<file path="src/design/cpu8_pkg.sv">
package cpu8_pkg;

    localparam int DATA_W    = 8;  // Bus and register width
    localparam int ADDR_W    = 4;  // Memory address width
    localparam int MEM_DEPTH = 16; // Bytes of program/data memory

    // Pad constants
    localparam logic [7:0] UIO_OE_MASK = 8'b0011_1110; // uio[5:1] driven, rest are inputs
    localparam logic [7:0] OUT_RESET   = 8'h00;        // Output register value after reset

    // Upper nibble of every instruction byte
    typedef enum logic [3:0] {
        OP_NOP = 4'd0,
        OP_LDA = 4'd1,  // A <= mem[addr]
        OP_ADD = 4'd2,  // A <= A + mem[addr], flags
        OP_SUB = 4'd3,  // A <= A - mem[addr], flags
        OP_STA = 4'd4,  // mem[addr] <= A
        OP_LDI = 4'd5,  // A <= imm
        OP_JMP = 4'd6,
        OP_JC  = 4'd7,  // Jump on carry
        OP_JZ  = 4'd8,  // Jump on zero
        OP_OUT = 4'd14, // Output register <= A
        OP_HLT = 4'd15
    } opcode_t;

    // Loader and fetch/execute states
    typedef enum logic [3:0] {
        S_IDLE,
        S_LOAD_REQ,   // Ready high, host byte into MDR
        S_LOAD_ADDR,  // Byte counter into MAR
        S_LOAD_WRITE, // MDR into memory
        S_LOAD_DONE,  // Wait for programming to drop
        S_T1,
        S_T2,
        S_T3,
        S_T4,
        S_T5,
        S_HALT
    } seq_state_t;

    // Source that drives the shared bus
    typedef enum logic [2:0] {
        BUS_NONE, // Bus reads as zero
        BUS_PC,
        BUS_MEM,
        BUS_IR,   // Operand nibble, zero-extended
        BUS_ACC,
        BUS_ALU,
        BUS_UI    // Host byte from the pads
    } bus_src_t;

endpackage

</file>
<file path="src/design/control_sequencer.sv">
module control_sequencer
    import cpu8_pkg::*;
(
    input  logic              clk,
    input  logic              rst_n,
    input  logic              programming,     // uio_in[0] from the host
    input  logic [DATA_W-1:0] ui_byte,
    input  opcode_t           opcode,          // From the IR
    input  logic              carry,
    input  logic              zero,
    output logic              pc_inc,
    output logic              pc_load,
    output logic              pc_clr,
    output logic              mar_load,
    output logic              mar_from_loader, // MAR takes load_addr instead of the bus
    output logic              mdr_load,
    output logic              mem_write,
    output logic              ir_load,
    output logic              acc_load,
    output logic              b_load,
    output logic              alu_sub,
    output logic              flags_load,
    output logic              flags_clr,
    output logic              out_load,
    output bus_src_t          bus_sel,
    output logic [ADDR_W-1:0] load_addr,
    output logic              ready,
    output logic              done_load,
    output logic              halted
);

    seq_state_t        state, next_state;
    logic              prog_q;      // Programming, one cycle late
    logic              prog_rise;
    logic              prog_fall;
    logic              run_start;   // Leaving the loader for T1
    logic [ADDR_W-1:0] load_cnt;    // Loader byte counter
    logic              load_last;
    logic              unused_ui;

    // Host byte never passes through here, the top-level mux routes it
    assign unused_ui = ^ui_byte;

    assign prog_rise = programming & ~prog_q;
    assign prog_fall = ~programming & prog_q;
    assign load_last = (load_cnt == ADDR_W'(MEM_DEPTH - 1));

    // Run starts on the programming fall, also when the load finishes after an early drop
    assign run_start = ((state == S_IDLE) && prog_fall) ||
                       ((state == S_LOAD_DONE) && !programming);

    always_ff @(posedge clk or negedge rst_n) begin
        if (!rst_n) begin
            state    <= S_IDLE;
            prog_q   <= 1'b0;
            load_cnt <= '0;
            halted   <= 1'b0;
        end else begin
            state  <= next_state;
            prog_q <= programming;
            // HF set as HLT leaves T3, cleared by a new load or run
            if (prog_rise || run_start) begin
                halted <= 1'b0;
            end else if ((state == S_T3) && (opcode == OP_HLT)) begin
                halted <= 1'b1;
            end
            if (prog_rise) begin
                load_cnt <= '0;               // Every new load begins at byte 0
            end else if (state == S_LOAD_WRITE) begin
                load_cnt <= load_cnt + 1'b1;
            end
        end
    end

    // Next state
    always_comb begin
        next_state = state;
        if (prog_rise) begin
            next_state = S_LOAD_REQ;          // Abort whatever runs and reload
        end else begin
            case (state)
                S_IDLE:       if (run_start) next_state = S_T1;
                S_LOAD_REQ:   next_state = S_LOAD_ADDR;
                S_LOAD_ADDR:  next_state = S_LOAD_WRITE;
                S_LOAD_WRITE: next_state = load_last ? S_LOAD_DONE : S_LOAD_REQ;
                S_LOAD_DONE:  if (run_start) next_state = S_T1;
                S_T1:         next_state = S_T2;
                S_T2:         next_state = S_T3;
                S_T3:         next_state = (opcode == OP_HLT) ? S_HALT : S_T4;
                S_T4:         next_state = S_T5;
                S_T5:         next_state = S_T1;
                S_HALT:       next_state = S_HALT; // Only a new load leaves
                default:      next_state = S_IDLE;
            endcase
        end
    end

    // Strobes and bus source
    always_comb begin
        pc_inc          = 1'b0;
        pc_load         = 1'b0;
        mar_load        = 1'b0;
        mar_from_loader = 1'b0;
        mdr_load        = 1'b0;
        mem_write       = 1'b0;
        ir_load         = 1'b0;
        acc_load        = 1'b0;
        b_load          = 1'b0;
        alu_sub         = 1'b0;
        flags_load      = 1'b0;
        out_load        = 1'b0;
        bus_sel         = BUS_NONE;
        case (state)
            S_LOAD_REQ: begin
                bus_sel  = BUS_UI;            // Host byte into the MDR
                mdr_load = 1'b1;
            end
            S_LOAD_ADDR: begin
                mar_load        = 1'b1;
                mar_from_loader = 1'b1;
            end
            S_LOAD_WRITE: mem_write = 1'b1;
            S_T1: begin
                bus_sel  = BUS_PC;            // Fetch address
                mar_load = 1'b1;
            end
            S_T2: begin
                bus_sel = BUS_MEM;
                ir_load = 1'b1;
                pc_inc  = 1'b1;
            end
            S_T3: begin
                case (opcode)
                    OP_LDA, OP_ADD, OP_SUB, OP_STA: begin
                        bus_sel  = BUS_IR;    // Operand is the data address
                        mar_load = 1'b1;
                    end
                    OP_LDI: begin
                        bus_sel  = BUS_IR;
                        acc_load = 1'b1;
                    end
                    OP_JMP: begin
                        bus_sel = BUS_IR;
                        pc_load = 1'b1;
                    end
                    OP_JC: begin
                        bus_sel = BUS_IR;
                        pc_load = carry;
                    end
                    OP_JZ: begin
                        bus_sel = BUS_IR;
                        pc_load = zero;
                    end
                    OP_OUT: begin
                        bus_sel  = BUS_ACC;
                        out_load = 1'b1;
                    end
                    default: ;                // NOP, HLT and spare codes
                endcase
            end
            S_T4: begin
                case (opcode)
                    OP_LDA: begin
                        bus_sel  = BUS_MEM;
                        acc_load = 1'b1;
                    end
                    OP_ADD, OP_SUB: begin
                        bus_sel = BUS_MEM;    // Operand into B
                        b_load  = 1'b1;
                    end
                    OP_STA: begin
                        bus_sel  = BUS_ACC;   // A into the MDR
                        mdr_load = 1'b1;
                    end
                    default: ;
                endcase
            end
            S_T5: begin
                case (opcode)
                    OP_ADD, OP_SUB: begin
                        bus_sel    = BUS_ALU;
                        alu_sub    = (opcode == OP_SUB);
                        acc_load   = 1'b1;
                        flags_load = 1'b1;
                    end
                    OP_STA:  mem_write = 1'b1;
                    default: ;
                endcase
            end
            default: ;                        // Idle, load done and halt drive nothing
        endcase
    end

    assign pc_clr    = run_start;
    assign flags_clr = run_start;
    assign load_addr = load_cnt;
    assign ready     = (state == S_LOAD_REQ);  // One cycle per byte
    assign done_load = (state == S_LOAD_DONE);

endmodule

</file>
<file path="src/design/fetch_unit.sv">
module fetch_unit
    import cpu8_pkg::*;
(
    input  logic              clk,
    input  logic              rst_n,
    input  logic [DATA_W-1:0] bus,
    input  logic              pc_inc,
    input  logic              pc_load,          // Jump target from the bus
    input  logic              pc_clr,
    input  logic              mar_load,
    input  logic              mar_from_loader,
    input  logic [ADDR_W-1:0] load_addr,        // Loader byte counter
    input  logic              ir_load,
    output logic [DATA_W-1:0] pc_value,
    output logic [ADDR_W-1:0] mem_addr,
    output opcode_t           opcode,
    output logic [DATA_W-1:0] operand
);

    logic [ADDR_W-1:0] pc;
    logic [ADDR_W-1:0] mar;
    logic [DATA_W-1:0] ir;

    // Program counter, wraps at 16
    always_ff @(posedge clk or negedge rst_n) begin
        if (!rst_n) begin
            pc <= '0;
        end else if (pc_clr) begin
            pc <= '0;                     // Run start
        end else if (pc_load) begin
            pc <= bus[ADDR_W-1:0];
        end else if (pc_inc) begin
            pc <= pc + 1'b1;
        end
    end

    // Memory address register
    always_ff @(posedge clk or negedge rst_n) begin
        if (!rst_n) begin
            mar <= '0;
        end else if (mar_load) begin
            mar <= mar_from_loader ? load_addr : bus[ADDR_W-1:0];
        end
    end

    // Instruction register, clears to NOP
    always_ff @(posedge clk or negedge rst_n) begin
        if (!rst_n) begin
            ir <= '0;
        end else if (ir_load) begin
            ir <= bus;
        end
    end

    assign pc_value = {{(DATA_W-ADDR_W){1'b0}}, pc};
    assign mem_addr = mar;

    // Opcode in the upper nibble, address or immediate in the lower
    assign opcode  = opcode_t'(ir[DATA_W-1:DATA_W-4]);
    assign operand = {{(DATA_W-4){1'b0}}, ir[3:0]};

endmodule

</file>
<file path="src/design/execute_unit.sv">
module execute_unit
    import cpu8_pkg::*;
(
    input  logic              clk,
    input  logic              rst_n,
    input  logic [DATA_W-1:0] bus,
    input  logic              acc_load,
    input  logic              b_load,
    input  logic              alu_sub,     // 0 add, 1 subtract
    input  logic              flags_load,
    input  logic              flags_clr,   // Run start
    input  logic              out_load,
    output logic [DATA_W-1:0] acc_value,
    output logic [DATA_W-1:0] alu_result,
    output logic [DATA_W-1:0] out_value,
    output logic              carry,
    output logic              zero
);

    logic [DATA_W-1:0] reg_a;
    logic [DATA_W-1:0] reg_b;
    logic [DATA_W-1:0] out_reg;
    logic [DATA_W-1:0] b_operand;   // B or its ones' complement
    logic [DATA_W:0]   sum;         // Ninth bit is the carry
    logic              cf, zf;

    // Accumulator; a new run starts from zero as well
    always_ff @(posedge clk or negedge rst_n) begin
        if (!rst_n) begin
            reg_a <= '0;
        end else if (flags_clr) begin
            reg_a <= '0;
        end else if (acc_load) begin
            reg_a <= bus;
        end
    end

    // B only feeds the ALU
    always_ff @(posedge clk) begin
        if (b_load) begin
            reg_b <= bus;
        end
    end

    // Subtract as A + ~B + 1, so carry set means no borrow
    assign b_operand = alu_sub ? ~reg_b : reg_b;
    assign sum       = {1'b0, reg_a} + {1'b0, b_operand} + {{DATA_W{1'b0}}, alu_sub};

    always_ff @(posedge clk or negedge rst_n) begin
        if (!rst_n) begin
            cf <= 1'b0;
            zf <= 1'b0;
        end else if (flags_clr) begin
            cf <= 1'b0;
            zf <= 1'b0;
        end else if (flags_load) begin
            cf <= sum[DATA_W];
            zf <= (sum[DATA_W-1:0] == '0);
        end
    end

    // Output register drives uo_out directly
    always_ff @(posedge clk or negedge rst_n) begin
        if (!rst_n) begin
            out_reg <= OUT_RESET;
        end else if (out_load) begin
            out_reg <= bus;
        end
    end

    assign acc_value  = reg_a;
    assign alu_result = sum[DATA_W-1:0];
    assign out_value  = out_reg;
    assign carry      = cf;
    assign zero       = zf;

endmodule

</file>
<file path="src/design/program_memory.sv">
module program_memory
    import cpu8_pkg::*;
(
    input  logic              clk,
    input  logic [ADDR_W-1:0] addr,      // From the MAR
    input  logic [DATA_W-1:0] wdata,     // Bus value for the MDR
    input  logic              mdr_load,
    input  logic              write,
    output logic [DATA_W-1:0] rdata
);

    logic [DATA_W-1:0] mem [MEM_DEPTH];
    logic [DATA_W-1:0] mdr;               // Write-data register

    // MDR capture
    always_ff @(posedge clk) begin
        if (mdr_load) begin
            mdr <= wdata;
        end
    end

    // Write port, one byte per strobe
    always_ff @(posedge clk) begin
        if (write) begin
            mem[addr] <= mdr;
        end
    end

    // Read is combinational so T2 sees the byte at MAR in the same cycle
    assign rdata = mem[addr];

endmodule

</file>
<file path="src/design/cpu8_top.sv">
module cpu8_top
    import cpu8_pkg::*;
(
    input  logic [7:0] ui_in,    // Host bytes while programming
    input  logic [7:0] uio_in,   // Bit 0 is programming
    input  logic       ena,
    input  logic       clk,
    input  logic       rst_n,
    output logic [7:0] uo_out,   // Output register
    output logic [7:0] uio_out,  // Status bits
    output logic [7:0] uio_oe
);

    logic [DATA_W-1:0] bus;
    bus_src_t          bus_sel;

    // Strobes
    logic pc_inc, pc_load, pc_clr;
    logic mar_load, mar_from_loader, mdr_load, mem_write, ir_load;
    logic acc_load, b_load, alu_sub, flags_load, flags_clr, out_load;

    // Unit outputs
    logic [DATA_W-1:0] pc_value, mem_rdata, operand, acc_value, alu_result, out_value;
    logic [ADDR_W-1:0] load_addr, mem_addr;
    opcode_t           opcode;
    logic              carry, zero;
    logic              ready, done_load, halted;
    logic              unused_pins;

    // Bus mux replaces the tri-state bus
    always_comb begin
        case (bus_sel)
            BUS_PC:  bus = pc_value;
            BUS_MEM: bus = mem_rdata;
            BUS_IR:  bus = operand;
            BUS_ACC: bus = acc_value;
            BUS_ALU: bus = alu_result;
            BUS_UI:  bus = ui_in;
            default: bus = '0;            // Nobody drives
        endcase
    end

    control_sequencer u_seq (
        .clk, .rst_n,
        .programming (uio_in[0]),
        .ui_byte     (ui_in),
        .opcode, .carry, .zero,
        .pc_inc, .pc_load, .pc_clr,
        .mar_load, .mar_from_loader, .mdr_load, .mem_write, .ir_load,
        .acc_load, .b_load, .alu_sub, .flags_load, .flags_clr, .out_load,
        .bus_sel, .load_addr, .ready, .done_load, .halted
    );

    fetch_unit u_fetch (
        .clk, .rst_n, .bus,
        .pc_inc, .pc_load, .pc_clr,
        .mar_load, .mar_from_loader, .load_addr, .ir_load,
        .pc_value, .mem_addr, .opcode, .operand
    );

    execute_unit u_exec (
        .clk, .rst_n, .bus,
        .acc_load, .b_load, .alu_sub, .flags_load, .flags_clr, .out_load,
        .acc_value, .alu_result, .out_value, .carry, .zero
    );

    program_memory u_mem (
        .clk,
        .addr     (mem_addr),
        .wdata    (bus),
        .mdr_load,
        .write    (mem_write),
        .rdata    (mem_rdata)
    );

    // Pad mapping
    assign uo_out  = out_value;
    assign uio_out = {2'b00, halted, zero, carry, done_load, ready, 1'b0};
    assign uio_oe  = UIO_OE_MASK;

    assign unused_pins = &{ena, uio_in[7:1]}; // Lint sink

endmodule

</file>
<file path="config.mk">
export PLATFORM = sky130hd
export DESIGN_NAME = cpu8_top
export DESIGN_NICKNAME = d
export VERILOG_FILES = /design/src/design/cpu8_pkg.sv /design/src/design/control_sequencer.sv /design/src/design/fetch_unit.sv /design/src/design/execute_unit.sv /design/src/design/program_memory.sv /design/src/design/cpu8_top.sv
export SDC_FILE = /design/constraint.sdc
export NUM_CORES = 1
export LEC_CHECK = 0
export BUFFER_PORTS_ARGS = -buffer_cell sky130_fd_sc_hd__buf_2
export CELL_PAD_IN_SITES_DETAIL_PLACEMENT = 1
export CELL_PAD_IN_SITES_GLOBAL_PLACEMENT = 2
export CORE_MARGIN = 10
export CORE_UTILIZATION = 47
export CTS_BUF_LIST = sky130_fd_sc_hd__clkbuf_4
export DETAILED_ROUTE_END_ITERATION = 8
export GPL_TIMING_DRIVEN = 0
export PLACE_DENSITY_LB_ADDON = 0.15
export SLEW_MARGIN = 10
export SYNTH_ARGS = -nofsm -noshare
export SYNTH_HDL_FRONTEND = slang
export SYNTH_HIERARCHICAL = 1
export SYNTH_SLANG_ARGS = --single-unit
</file>
<file path="constraint.sdc">
create_clock -name clk -period 4.5 [get_ports clk]
set_input_delay 0.9 -clock clk [delete_from_list [all_inputs] [get_ports clk]]
set_output_delay 0.9 -clock clk [all_outputs]
set_load 0.05 [all_outputs]
</file>
Word-level counts from Yosys, hierarchy flattened
Memory sizes are Yosys's and may differ from the RTL's. Cells that the tools add are included.

Register bits after elaboration: 60. RAM bits: 128. Output and inout bits: 24. Input port bits: 19. Memories: 1. Logic and storage cells: 116.

Memories: u_mem.mem (words 16, bits a word 8, rd ports 1, clocked after memory_dff 0, wr ports 1, RTL line program_memory.sv:12) `logic [DATA_W-1:0] mem [MEM_DEPTH];`.

$add $sub $neg: 4. Reduce and logical (&&, ||, !) cells: 19. Bitwise operators: 5. Eq/ne operators: 28. Multiplexer cells: 46.

Operators by type and width (number): $pmux 8 s6 (1); $pmux 4 s10 (1); $eq 4x3->1 const B (8); $mux 4 (8); $eq 4x4->1 const B (7); $mux 8 (3); $mux 1 (22); $pmux 3 s6 (1); $eq 4x2->1 const B (4); $pmux 3 s2 (2); $add 8x8->9 (1); $add 9x1->9 (1); $eq 3x3->1 const B (3); $add 4x1->4 const B (2); $eq 4x1->1 const B (2); $logic_not 8->1 (1); $not 8->8 (1); $reduce_bool 2->1 (4); $reduce_or 8->1 (1); $eq 3x2->1 const B (2); $mux 3 (2); $pmux 1 s2 (3); $pmux 1 s3 (2); $reduce_or 2->1 (3); 12 further kinds (17).

Logic depth before layout (Yosys ltp)
Depth in word-level cells: 10. Gate-level depth with buffers: 17. Depth with buffers taken out: 15.

By module
Netlist, hierarchy kept.

By module, submodules not included: program_memory (sequential area each 4083.9 sq um, cells an instance 230, area an instance 5147.4 sq um, instances 1); execute_unit (sequential area each 690.7 sq um, cells an instance 111, area an instance 1393.8 sq um, instances 1); control_sequencer (sequential area each 250.2 sq um, cells an instance 122, area an instance 1013.5 sq um, instances 1); fetch_unit (sequential area each 400.4 sq um, cells an instance 66, area an instance 768.2 sq um, instances 1); cpu8_top (sequential area each 0.0 sq um, cells an instance 75, area an instance 593.1 sq um, instances 1).

Worst setup path after synthesis
Ideal clock, no wire load.

Kind: flip-flop to flip-flop. Start point: register u_seq.state[1]. End point: register u_exec.out_reg[7] (netlist: u_exec/out_value[7]). Setup time: 0.125 ns. Clock period less this slack: 3.294 ns. Stages on the path, launching flop included: 16. Buffers on the path: 2. Path slack: 1.206 ns. Required time: 4.375 ns. Data arrival time: 3.169 ns. Path through: dfrtp_1 -> buf_4 -> and4bb_1 -> nand3_2 -> nor2_1 -> buf_6 -> xor2_1 -> ha_1 -> a21oi_2 -> o21bai_1 -> a211o_1 -> a211o_1 -> mux2i_1 -> or2_0 -> a31oi_1 -> mux2_2.

Cells in the longest elaborated chain, start to end: 6. Elaborated cells on any way between the ends: 19. Those cells by class: add/sub (2); eq/ne (12); mux (5).

Ends and longest elaborated chain: from (decl) (RTL line control_sequencer.sv:32) `seq_state_t state, next_state;`; from (signal assigned) (RTL line control_sequencer.sv:59) `state <= next_state;`; $eq 4x4->1 * (RTL line control_sequencer.sv:113) `case (state)`; $mux 1 * (RTL line control_sequencer.sv:113); net alu_sub (RTL line cpu8_top.sv:20) `logic acc_load, b_load, alu_sub, flags_load, flags_clr, out_load;`; $mux 8 (RTL line execute_unit.sv:46) `assign b_operand = alu_sub ? ~reg_b : reg_b;`; $add 8x8->9 (RTL line execute_unit.sv:47) `assign sum = {1'b0, reg_a} + {1'b0, b_operand} + {{DATA_W{1'b0}}, alu_sub};`; $add 9x1->9 * (RTL line execute_unit.sv:47); net alu_result[7] (RTL line cpu8_top.sv:23) `logic [DATA_W-1:0] pc_value, mem_rdata, operand, acc_value, alu_result, out_value;`; $pmux 8 s6 * (RTL line cpu8_top.sv:32) `case (bus_sel)`; net bus[7] (RTL line cpu8_top.sv:14) `logic [DATA_W-1:0] bus;`; to (signal assigned) (RTL line execute_unit.sv:67) `out_reg <= bus;`; to (decl) (RTL line execute_unit.sv:22) `logic [DATA_W-1:0] out_reg;`.

The timed path passes the listed nets; every way through them passes the cells marked *. A chain may end at the register's enable or synchronous reset.

Final worst setup path
Start point: register u_seq.state[2]. End point: register u_exec.out_reg[7] (netlist: u_exec/out_value[7]).

The elaborated chain is that of the path after synthesis.

==> results.py <==
metrics = {
    "logic_synthesis": {
        "synthAdderAreaFrac_pct": 1.63,
        "yosys_register_bits": 188,
        "yosysMostFrequentCell": "edfxtp_1",
        "synth_edf_count": 144,
        "synth_top_family_by_area": "multiplexers",
        "async_reset_ff_share_pct": 23.4,
        "muxShareOfSynthArea_pct": 14.3,
        "yosysSeqAreaShare_pct": 60.8,
        "synthXorXnorAreaFrac_pct": 1.67,
        "synthTopCellsByArea": "edfxtp_1 48%, dfrtp_1 12%, mux4_2 8.1%, mux2_2 2.8%, buf_4 2.4%",
        "synth.distinct_cells": 77,
        "synth_commonest_cells": "144 x edfxtp_1, 44 x dfrtp_1, 39 x nor2_1",
        "synth_area_leader_cell": "edfxtp_1",
        "syn-cell-area_mm2": 0.00892,
        "postSynthAreaPerCell_um2": 14.8,
        "synthFlopType": "edfxtp_1",
        "yosys.area_share.simple_pct": 8.81,
        "synth_top_area_share_pct": 48.5,
        "yosysWarningCount": 6,
        "synth-compound-area-share_pct": 7.58,
        "syn_inst": 604,
    },
    "clock_network": {
        "clock_latency_ns": 0.57,
        "cts_setup_buffers": 0,
        "cts_buffers": 17,
        "clockBufferDepth": 2,
        "cts.htree.levels": 4,
        "clock-root-buffer": "clkbuf_4",
        "postCtsHoldBufs": 0,
        "clk_pin_slew_ns": 0.16,
        "cts_tree": "yes",
        "cts_resized": 0,
        "cts.sinks": 188,
    },
    "timing": {
        "fmax_mhz": 240,
        "rsz0062_at_grt": "no",
        "tns_ns": 0,
        "min_period_ns": 4.17,
        "worst_pin_slew_ns": 1.20,
        "hold_ws_ns": 0.492,
        "slew-limit-headroom_pct": 19.3,
        "maxSlewViolCount": 0,
        "final.setup_skew_ns": 0.0293,
        "final-setup-viol-count": 0,
        "hold_viol_final": 0,
        "min_period_over_period_pct": 92.8,
    },
    "power_and_ir_drop": {
        "leakage_nw": 3.61,
        "max-vdd-ir-drop_mv": 0.235,
        "power_density_mw_per_mm2": 606,
    },
    "drt": {
        "wl_per_cell_um": 22.9,
        "via_per_inst": 5.79,
        "drc": 0,
        "routed-via-count": 5267,
        "drt-initial-drc-count": 365,
        "firstDrtPassIters": 5,
        "routed_wl_um": 20800,
        "ant_nets": 0,
    },
    "critical_path": {
        "critPathLaunchType": "flop",
        "criticalPathCategory": "flop to flop",
        "critPathCaptureType": "flop",
        "arrival_ns": 4.68,
        "cp_max_fo": 10,
        "cp.required_ns": 5.00,
    },
    "layout": {
        "final_nets": 692,
        "final_area_mm2": 0.00969,
        "num-fill-cells": 1851,
        "drive_gt1_share_pct": 27.2,
        "stdcell_count": 909,
        "area_delta_synth_final_pct": 8.69,
        "utilization_pct": 51.8,
    },
    "floorplan": {
        "dieArea_mm2": 0.0249,
        "io_pins": 43,
        "start_util_pct": 47.7,
        "die_x_um": 158,
        "core.rowCount": 50,
        "die_y_um": 158,
        "core_area_mm2": 0.0187,
    },
    "grt": {
        "first_global_vias": 5592,
        "overflow": 0,
        "grt_usage_pct": 17.3,
        "grt_pass1_wl_um": 32300,
        "grt_max_degree": 45,
        "antenna_found_initial": 1,
    },
    "place": {
        "dp_cells": 877,
        "gp_congestion": 0.827,
        "port_buffers": 23,
        "placed_area_mm2": 0.00938,
        "hpwl_um": 14800,
    },
    "job": {
        "maxCapViolCount": 0,
    },
    "status": {
        "run_status": "finished clean",
    },
    "min_path": {
        "min_path_type": "input port to asynchronous set/reset pin",
    },
}
registers in the layout (all words and copies together), names as in the netlist, 8 cells and up:
signal and count:
u_mem/mem 128, u_exec/acc_value 8, u_exec/out_value 8, u_exec/reg_b 8
u_fetch/ir 8, u_mem/mdr 8
per-stage QoR:
step	power, mW	setup WS [ns]
global route	6.22	0.0804
finish	5.87	0.325
CTS	5.91	0.266
global placement	4.92	0.330
floorplan	4.18	1.21
detailed placement	5.01	0.296
per-layer routing:
layer | GRT usage (%) | vias to the layer above | share of wire, %
li1 | - | 2403 | -
met1 | 24.3 | 2735 | 47
met2 | 27.2 | 110 | 48
met3 | 2.96 | 19 | 4.2
met4 | 4.45 | 0 | 1.2
met5 | 0 | - | 0
worst max-delay path: stages (launching register included):
cell,delay (ns)
dfrtp_1,0.42
buf_4,0.18
and4bb_1,0.37
nand3_2,0.19
nor2_1,0.18
buf_6,0.18
xor2_1,0.16
ha_1,0.32
a21oi_2,0.25
o22ai_1,0.14
nor4b_1,0.30
a211o_1,0.18
mux2i_1,0.11
or2_0,0.22
a31oi_1,0.62
mux2_2,0.29
path summary, 6_finish.rpt:
check	start	end	slack [ns]	cells after the start
setup / recovery	u_seq/state[2]	u_exec/out_value[7]	0.33	15
hold / removal	rst_n	u_exec/acc_value[7]	0.49	1
setup reg to reg	u_seq/state[2]	u_exec/out_value[7]	0.33	15
hold reg to reg	u_fetch/ir[4]	u_fetch/ir[4]	0.52	1
max in group asynchronous	rst_n	u_seq/prog_q	3.34	1
min in group clk	u_fetch/ir[4]	u_fetch/ir[4]	0.52	1
where the power goes:
group	total, mW	switching, mW	internal [mW]
Sequential	2.61	0.311	2.30
Combinational	2.35	1.43	0.918
Clock	0.907	0.610	0.296
Total	5.87	2.36	3.52
cell usage in the layout, fill, tap and decap left out, drive strengths merged, types with 20 or more instances in the layout:
cell type,instances
a22oi,20
clkbuf,27
dfrtp,44
mux2,27
nand2,26
mux4,32
nor2,39
buf,77
edfxtp,144
mux2i,22
cell families (layout without fill, tap and decap cells):
kind of cell,count (synthesis),after routing
adders and majority gates,11,11
and+or+nand+nor,140,140
other,3,20
buffers and inverters,74,128
AOI/OAI and AO/OA,90,90
DFF,188,188
xor gates and xnor gates,17,17
muxes,81,81
cell type report:
type	count	area [um^2]	share of cell area [%]
Buffer	64	414	4.27
Antenna cell	1	2.50	0.0258
Inverter	10	37.5	0.387
Multi-Input combinational cell	358	3120	32.2
Clock buffer	17	128	1.32
Timing Repair Buffer	23	115	1.19
Tap cell	234	293	3.02
Sequential cell	188	5430	56.0
Clock inverter	14	155	1.60
(Power assumes the default switching activity.)
